`config.mk`:
```
export PLATFORM = sky130hd
export DESIGN_NAME = masterStage
export DESIGN_NICKNAME = d
export VERILOG_FILES = /design/src/design/masterStagePkg.sv /design/src/design/addrDecode.sv /design/src/design/addrHold.sv /design/src/design/dataPhaseMux.sv /design/src/design/defaultSlave.sv /design/src/design/masterStage.sv
export SDC_FILE = /design/constraint.sdc
export NUM_CORES = 1
export LEC_CHECK = 0
export ABC_CLOCK_PERIOD_IN_PS = 7200
export BUFFER_PORTS_ARGS = -buffer_cell sky130_fd_sc_hd__clkbuf_2
export CORE_AREA = 2 2 104 106
export CTS_CLUSTER_SIZE = 20
export DETAILED_ROUTE_END_ITERATION = 8
export DIE_AREA = 0 0 106 108
export GPL_TIMING_DRIVEN = 1
export PLACE_DENSITY = 0.62
export SLEW_MARGIN = 20
export SYNTH_ARGS = -nofsm -noshare
export SYNTH_HDL_FRONTEND = slang
export SYNTH_SLANG_ARGS = --single-unit
```
`constraint.sdc`:
```
create_clock -name HCLK -period 7.2 [get_ports HCLK]
set_clock_uncertainty 0.15 [all_clocks]
set_input_delay 0.36 -clock HCLK [delete_from_list [all_inputs] [get_ports HCLK]]
set_output_delay 0.36 -clock HCLK [all_outputs]
set_load 0.02 [all_outputs]
```
`src/design/masterStagePkg.sv`:
```
// Four slots only, decoded from HADDR[31:28]; HTRANS is carried as its active bit alone
package masterStagePkg;

	localparam int numSlots = 4;

	// Slot number is the top address nibble
	localparam int slotMsb = 31;
	localparam int slotLsb = 28;

	// Slot 2 has no slave behind it
	localparam logic [numSlots-1:0] slotEnable = 4'b1011;

	localparam logic respOkay = 1'b0;
	localparam logic respError = 1'b1;

	// One-hot or all zero
	typedef logic [numSlots-1:0] slotMaskT;

	// Address phase as driven by the master
	typedef struct packed {
		logic [31:0] haddr;
		logic htrans;
		logic hwrite;
		logic [2:0] hsize;
		logic hmastlock;
	} addrPhaseT;

	typedef struct packed {
		logic hready;
		logic hresp;
		logic [31:0] hrdata;
	} masterRespT;

	// Per-slave return path
	typedef struct packed {
		logic [31:0] hrdata;
		logic hreadyout;
		logic dataReady;
		logic addrReady;
		logic hresp;
	} slaveReadT;

	typedef slaveReadT [numSlots-1:0] slaveReadArrT;

endpackage

```
`src/design/addrDecode.sv`:
```
// Fixed map with no remap; slot values of numSlots and above are reported as reserved
module addrDecode
(
	input masterStagePkg::addrPhaseT addrPhase,
	output masterStagePkg::slotMaskT slotDec,
	output logic reservedDec
);

	logic [masterStagePkg::slotMsb-masterStagePkg::slotLsb:0] slotNum;

	assign slotNum = addrPhase.haddr[masterStagePkg::slotMsb:masterStagePkg::slotLsb];

	always_comb
	begin
		slotDec = '0;
		reservedDec = 1'b0;
		if (slotNum < masterStagePkg::numSlots)
		begin
			slotDec = masterStagePkg::slotMaskT'(1) << slotNum;
		end
		else
		begin
			// Nothing decodes here
			reservedDec = 1'b1;
		end
	end

endmodule

```
`src/design/addrHold.sv`:
```
// Holds one address phase at a time; a disabled slot always counts as address-ready
module addrHold
(
	input logic HCLK,
	input logic HRESETN,
	input masterStagePkg::addrPhaseT masterAddr,
	input logic masterReady,
	input masterStagePkg::slotMaskT slotDec,
	input masterStagePkg::slaveReadArrT slaveRead,
	output masterStagePkg::addrPhaseT gatedAddr
);

	typedef enum logic
	{
		idleSt,
		heldSt
	} holdStateT;

	holdStateT holdState;
	holdStateT holdNext;
	masterStagePkg::addrPhaseT capAddr;
	masterStagePkg::slotMaskT addrReadyVec;
	logic captureEn;
	logic slaveStall;
	logic slaveAccept;

	// Default slave sits behind disabled slots and never stalls
	always_comb
	begin
		for (int i = 0; i < masterStagePkg::numSlots; i++)
		begin
			addrReadyVec[i] = slaveRead[i].addrReady | ~masterStagePkg::slotEnable[i];
		end
	end

	assign slaveStall = |(slotDec & ~addrReadyVec);
	assign slaveAccept = |(slotDec & addrReadyVec);

	// Master moves on while the slave is busy
	assign captureEn = (holdState == idleSt) && masterAddr.htrans && masterReady && slaveStall;

	always_comb
	begin
		holdNext = holdState;
		case (holdState)
			idleSt:
				if (captureEn)
					holdNext = heldSt;
			heldSt:
				if (slaveAccept)
					holdNext = idleSt;
			default:
				holdNext = idleSt;
		endcase
	end

	always_ff @(posedge HCLK or negedge HRESETN)
	begin
		if (!HRESETN)
			holdState <= idleSt;
		else
			holdState <= holdNext;
	end

	always_ff @(posedge HCLK)
	begin
		if (captureEn)
			capAddr <= masterAddr;
	end

	// Registered state picks the source, so no loop through the decoder
	assign gatedAddr = (holdState == heldSt) ? capAddr : masterAddr;

endmodule

```
`src/design/dataPhaseMux.sv`:
```
// Response path is purely combinational from the data-phase select; disabled slots read zero
module dataPhaseMux
(
	input logic HCLK,
	input logic HRESETN,
	input masterStagePkg::slotMaskT addrSel,
	input logic reservedSel,
	input masterStagePkg::slaveReadArrT slaveRead,
	input logic defReady,
	input logic defResp,
	output masterStagePkg::slotMaskT dataSel,
	output logic defSelect,
	output logic dataSlaveReady,
	output masterStagePkg::masterRespT masterResp
);

	logic reservedData;

	// Select advances only when the previous data phase has ended
	always_ff @(posedge HCLK or negedge HRESETN)
	begin
		if (!HRESETN)
		begin
			dataSel <= '0;
			reservedData <= 1'b0;
		end
		else if (dataSlaveReady)
		begin
			dataSel <= addrSel;
			reservedData <= reservedSel;
		end
	end

	// Reserved region or a slot with nothing behind it
	assign defSelect = reservedData | (|(dataSel & ~masterStagePkg::slotEnable));

	always_comb
	begin
		masterResp.hready = 1'b1;
		masterResp.hresp = masterStagePkg::respOkay;
		masterResp.hrdata = '0;
		dataSlaveReady = 1'b1;
		if (defSelect)
		begin
			masterResp.hready = defReady;
			masterResp.hresp = defResp;
			dataSlaveReady = defReady;
		end
		else
		begin
			// Only enabled slots reach here
			for (int i = 0; i < masterStagePkg::numSlots; i++)
			begin
				if (dataSel[i])
				begin
					masterResp.hready = slaveRead[i].dataReady;
					masterResp.hresp = slaveRead[i].hresp;
					masterResp.hrdata = slaveRead[i].hrdata;
					dataSlaveReady = slaveRead[i].hreadyout;
				end
			end
		end
	end

	// Upstream gating and decode must keep this clean
	dataOneHot: assert property (@(posedge HCLK) disable iff (!HRESETN)
		$onehot0(dataSel))
		else $error("dataPhaseMux: data select %b is not one-hot", dataSel);

endmodule

```
`src/design/defaultSlave.sv`:
```
// Answers every selected data phase with the two-cycle ERROR and never returns read data
module defaultSlave
(
	input logic HCLK,
	input logic HRESETN,
	input logic defSelect,
	output logic defReady,
	output logic defResp
);

	typedef enum logic
	{
		idleSt,
		errSecondSt
	} defStateT;

	defStateT defState;
	defStateT defNext;

	always_comb
	begin
		defNext = idleSt;
		defReady = 1'b1;
		defResp = masterStagePkg::respOkay;
		case (defState)
			idleSt:
				if (defSelect)
				begin
					// First error cycle stalls the master
					defReady = 1'b0;
					defResp = masterStagePkg::respError;
					defNext = errSecondSt;
				end
			errSecondSt:
				defResp = masterStagePkg::respError;
			default:
				defNext = idleSt;
		endcase
	end

	always_ff @(posedge HCLK or negedge HRESETN)
	begin
		if (!HRESETN)
			defState <= idleSt;
		else
			defState <= defNext;
	end

endmodule

```
`src/design/masterStage.sv`:
```
// Single master to four slots; slave-side signals are only meaningful while addrSel is set
module masterStage
(
	input logic HCLK,
	input logic HRESETN,
	input masterStagePkg::addrPhaseT masterAddr,
	output masterStagePkg::masterRespT masterResp,
	input masterStagePkg::slaveReadArrT slaveRead,
	output masterStagePkg::addrPhaseT gatedAddr,
	output masterStagePkg::slotMaskT addrSel,
	output masterStagePkg::slotMaskT dataSel,
	output logic dataSlaveReady
);

	masterStagePkg::slotMaskT slotDec;
	logic reservedDec;
	logic reservedSel;
	logic defSelect;
	logic defReady;
	logic defResp;

	addrHold i_addrHold (
		.HCLK(HCLK),
		.HRESETN(HRESETN),
		.masterAddr(masterAddr),
		.masterReady(masterResp.hready),
		.slotDec(slotDec),
		.slaveRead(slaveRead),
		.gatedAddr(gatedAddr)
	);

	addrDecode i_addrDecode (
		.addrPhase(gatedAddr),
		.slotDec(slotDec),
		.reservedDec(reservedDec)
	);

	// Idle transfers select nothing
	assign addrSel = gatedAddr.htrans ? slotDec : '0;
	assign reservedSel = gatedAddr.htrans & reservedDec;

	dataPhaseMux i_dataPhaseMux (
		.HCLK(HCLK),
		.HRESETN(HRESETN),
		.addrSel(addrSel),
		.reservedSel(reservedSel),
		.slaveRead(slaveRead),
		.defReady(defReady),
		.defResp(defResp),
		.dataSel(dataSel),
		.defSelect(defSelect),
		.dataSlaveReady(dataSlaveReady),
		.masterResp(masterResp)
	);

	defaultSlave i_defaultSlave (
		.HCLK(HCLK),
		.HRESETN(HRESETN),
		.defSelect(defSelect),
		.defReady(defReady),
		.defResp(defResp)
	);

endmodule

```
# Word-level counts from Yosys, hierarchy flattened
# Cells that the tools add are included.
# totals
reg_bits	45
output_inout_bits	81
elab_cells	43
# classes
order_cmp	1
shift	1
n_mux	21
n_bitwise	6
reduce_logical	5
# ops
op	count
two-way mux 34 bit	4
two-way mux 38 bit	1
two-way mux 32 bit	1
two-way mux 1 bit	11
AND 4 bit	2
two-way mux 4 bit	2
OR reduction 4 bit	2
< comparator 4 x 3 -> 1 bit, second input constant	1
NOT 4 bit	1
<< shifter 1 x 4 -> 4 bit, first input constant	1
logical AND 1 bit	3
two-way mux 2 bit	1
one-hot mux 1 bit (2 select lines)	1
AND 1 bit	1
NOT 1 bit	1
bitwise OR 1 bit	1

# Depth between registers and ports, before layout
# logic_depth
depth_word	9
mapped_depth	7
depth_no_buf	5

# Hierarchy
# Synthesis repeated with hierarchy kept, for this count alone.
# hier_totals
cells_unflattened	260
hier_area_um2	2842.7
# by_module_without_submodules
module	instances	cells_per_inst	area_per_inst_um2	seq_area_each_um2
addrHold	1	90	1684.1	1166.1
dataPhaseMux	1	156	1038.5	125.1
defaultSlave	1	4	46.3	25.0
addrDecode	1	5	42.5	0.0
masterStage	1	5	31.3	0.0

# Least setup slack after synthesis
# Ideal clock, no wire load.
# synth_path
path_type	register to register
start	reg i_dataPhaseMux.dataSel[1]
end	reg i_addrHold.capAddr[0] in the netlist's numbering (enable)
setup_time_ns	0.481
arrival_ns	3.838
t_required_ns	6.569
slack_ns	2.732
path_stages_with_launch	6
n_path_buf	1
period_less_slack_ns	4.468
cell_sequence	dfrtp_1 -> buf_2 -> nor3b_1 -> o311ai_0 -> o21ai_1 -> nor3_1
# synth_via
elab_chain_cells	6
# synth_lines
element	line	rtl
start, declared	dataPhaseMux.sv:11	output masterStagePkg::slotMaskT dataSel,
start signal, assigned	dataPhaseMux.sv:29	dataSel <= addrSel;
two-way mux 34 bit (3 in a row)	dataPhaseMux.sv:54	if (dataSel[i])
two-way mux 2 bit	dataPhaseMux.sv:43	if (defSelect)
logical AND 1 bit (2 in a row)	addrHold.sv:40	assign captureEn = (holdState == idleSt) && masterAddr.htrans && masterReady && slaveStall;
net i_addrHold.captureEn	addrHold.sv:23	logic captureEn;
end signal, assigned	addrHold.sv:68	capAddr <= masterAddr;
end, declared	addrHold.sv:21	masterStagePkg::addrPhaseT capAddr;
# The timed path passes the listed nets, and every way through them passes these cells.
# A chain may end at the register's enable or synchronous reset.

==> run metrics <==
Crit. Startpoint i_dataPhaseMux.dataSel[1]$_DFFE_PN0P_; NumNets Final 652; # fillers 1,014; mean post-synth cell area 11.2 sq um; post-synth top area cell edfxtp_1; # IOs 265; CTS clk-pin slew, worst paths 0.09 ns; #FFs+latches synth 45; Initial DRC Count 277; initial antenna violation count 1; Max IR drop VDD 0.142 mV; Synth Cell Area 2860 sq um; Met3 Wirelength 905 microns; vias in the first global route 2,729; slowest CP cell nor2b_4; Worst-Margin Slew 0.972 ns; wire length per cell 14.8 microns; Placement Setup Slack 4.37 ns; CP Max Fanout 40; Worst EP arrival 2.52 ns; total die area 11,400 sq um; met1 WL 3620 microns; Mapped Cells 255; status finished clean; Rows 37; RSZ-0062 raised after global routing false; Critical Path End Type output pin; Final Hold Viols 0; max-slew violations 0; clk_lat worst skew 0.29 ns; dpl cell area 4080 sq um; DRC viols 0; GP Congestion 0.729; leakage 1.97 nW; CP Data Required Time 6.69 ns; top cells by area, synth edfxtp_1 (40%), mux2_2 (14%), a2111oi_0 (9.5%); final setup margin 4.17 ns; largest net degree at the start of global routing 73; net count after synthesis 439; met2 routed WL 4350 microns; Worst Hold Launch masterAddr[8]; sequential cell area fraction in the yosys report 46.0%; 1st-pass router iterations 4; Tmin final 3.03 ns; largest stage delay on the critical path 0.66 ns; CTS tree done; cell area power density 251 nW/um^2; Overall Global Routing Usage 14.6%; max cap viols 0; HP Class primary input to flop; Max clock buf depth 2; Max transition margin 35.2%; kind of critical path flop to output pin; post-route cell area 4250 sq um; DP HPWL 6880 microns; Highest Signal Layer met5; clock sink total 45; Fin Setup TNS 0 ns; Total Power 1.07 mW; first-pass GRT wire length 13,500 microns; R2R Path Start i_dataPhaseMux.reservedData$_DFFE_PN0P_; die height 108 microns; vias after detailed routing 2,986; global route overflow 0; drt total wl 8960 microns; CP Cell Sequence buf_4 -> nor2b_4 -> a221oi_1 -> a2111oi_0 -> clkbuf_2; H-tree depth 2; share of layout cells above drive strength 1 60.3%; fmax 0.330 GHz; die width 106 microns; Initial Util 27.9%; Layout Area Growth over Synthesis 48.5%; top cell type's share of synthesized area 39.9%; crit share post-route 42.1%; TritonCTS buffer count 5; IO buf count 228; DR vias/cell 4.94; Final Setup Violations 0; diodes inserted 0; post-route ant nets 0; Yosys cell types 33; Yosys Warn Count 0; CTS root buf clkbuf_8; Core ar. 10,200 sq um; Critical Path Source Type flop
==> what timing repair did <==
item | CTS | global route
hold endpoints to repair | 7 | 0
endpoints found under the setup margin | 0 | 0
hold buffers | 1 | 0
buffers inserted | 0 | 0
gates resized for setup | 0 | 0
==> cells in the mapped netlist, drive strengths merged <==
cell	instances
o32ai	1
mux2i	3
o211ai	1
a22oi	1
edfxtp	38
a31o	1
mux2	41
nor2b	2
a2111oi	31
inv	38
a2bb2oi	1
and2	1
nor2	5
nor3	6
nand3b	1
nand3	1
a221o	1
a311oi	1
buf	17
clkbuf	11
nor3b	3
a221oi	31
o21ai	2
dfrtp	7
a21oi	2
nand2	7
o311ai	1
==> cells in the final DEF, fill, tap and decap left out, types with 2 or more instances in the layout <==
cell and count:
dfrtp_1 6, bufinv_16 2, buf_4 4, clkbuf_8 5, nand2_1 7, a2111oi_0 31, inv_1 38, a221oi_1 31
a21oi_1 2, mux2_2 36, nor3b_1 3, nor3_1 5, nor2_1 5, mux2_1 4, o21ai_1 2, clkbuf_2 228
mux2i_1 2, edfxtp_1 38
==> worst paths after layout <==
| kind | endpoint | slack (ns) | cells after the start |
|---|---|---|---|
| hold / removal | i_addrHold.capAddr[8]$_DFFE_PP_ | 0.1 | 1 |
| setup / recovery | masterResp[0] | 4.17 | 5 |
| max in group asynchronous | i_dataPhaseMux.dataSel[3]$_DFFE_PN0P_ | 6.44 | 2 |
| hold reg to reg | i_defaultSlave.defState$_DFF_PN0_ | 0.30 | 1 |
| setup reg to reg | i_addrHold.capAddr[33]$_DFFE_PP_ | 4.39 | 5 |
| min in group asynchronous | i_dataPhaseMux.dataSel[0]$_DFFE_PN0P_ | 0.28 | 2 |
==> per-layer routing <==
metal / up-vias / global-route usage [%]
met3: 10 / 4.46
met4: 2 / 3.38
met1: 1378 / 17.5
li1: 1438 / -
met5: - / 0
met2: 158 / 25.7
==> critical path, delay by kind of cell, from the launching register on <==
family / cells / cell delay (ns)
compound gates: 2 / 0.69
buf+inv: 2 / 0.51
simple gates: 1 / 0.66
flops: 1 / 0.36
==> layout make-up <==
cell class                 instances  area (sq um)  area share [%]
inverter                          38           143            3.36
clock inverter                     3          65.1            1.53
sequential                        45          1320            31.0
timing repair buffer             234          1200            28.3
clock buffer                       5          68.8            1.62
tap                              136           170            4.01
multi-input combinational        144          1280            30.2
==> where the power goes <==
group          leakage [nW]  switching (mW)  internal [mW]
Combinational          1.47           0.300          0.204
Sequential            0.435          0.0335          0.303
Clock                0.0681          0.0870          0.138
Total                  1.97           0.421          0.645
==> logic make-up after synthesis <==
group / Yosys count / share of synthesized area, %
buf+inv: 66 / 9.58
flops: 45 / 46.0
compound gates: 74 / 22.4
simple gates: 26 / 4.51
mux: 44 / 17.5
==> sequential cells by signal (all words and copies together), names as in the netlist <==
| name | cells |
|---|---|
| i_defaultSlave.defState | 1 |
| i_addrHold.capAddr | 38 |
| i_dataPhaseMux.reservedData | 1 |
| i_addrHold.holdState | 1 |
| i_dataPhaseMux.dataSel | 4 |
==> stage by stage <==
step | std cells | hold WS (ns) | util, %
2_1_floorplan | 255 | -0.0856 | -
3_3_place_gp | 595 | 0.0518 | 39.9
3_5_place_dp | 595 | 0.0589 | 39.9
4_1_cts | 604 | 0.0882 | 41.3
5_1_grt | 605 | 0.0858 | 41.5
6_report | 605 | 0.0994 | 41.5
Note: power is estimated with default switching activity, not from simulation.
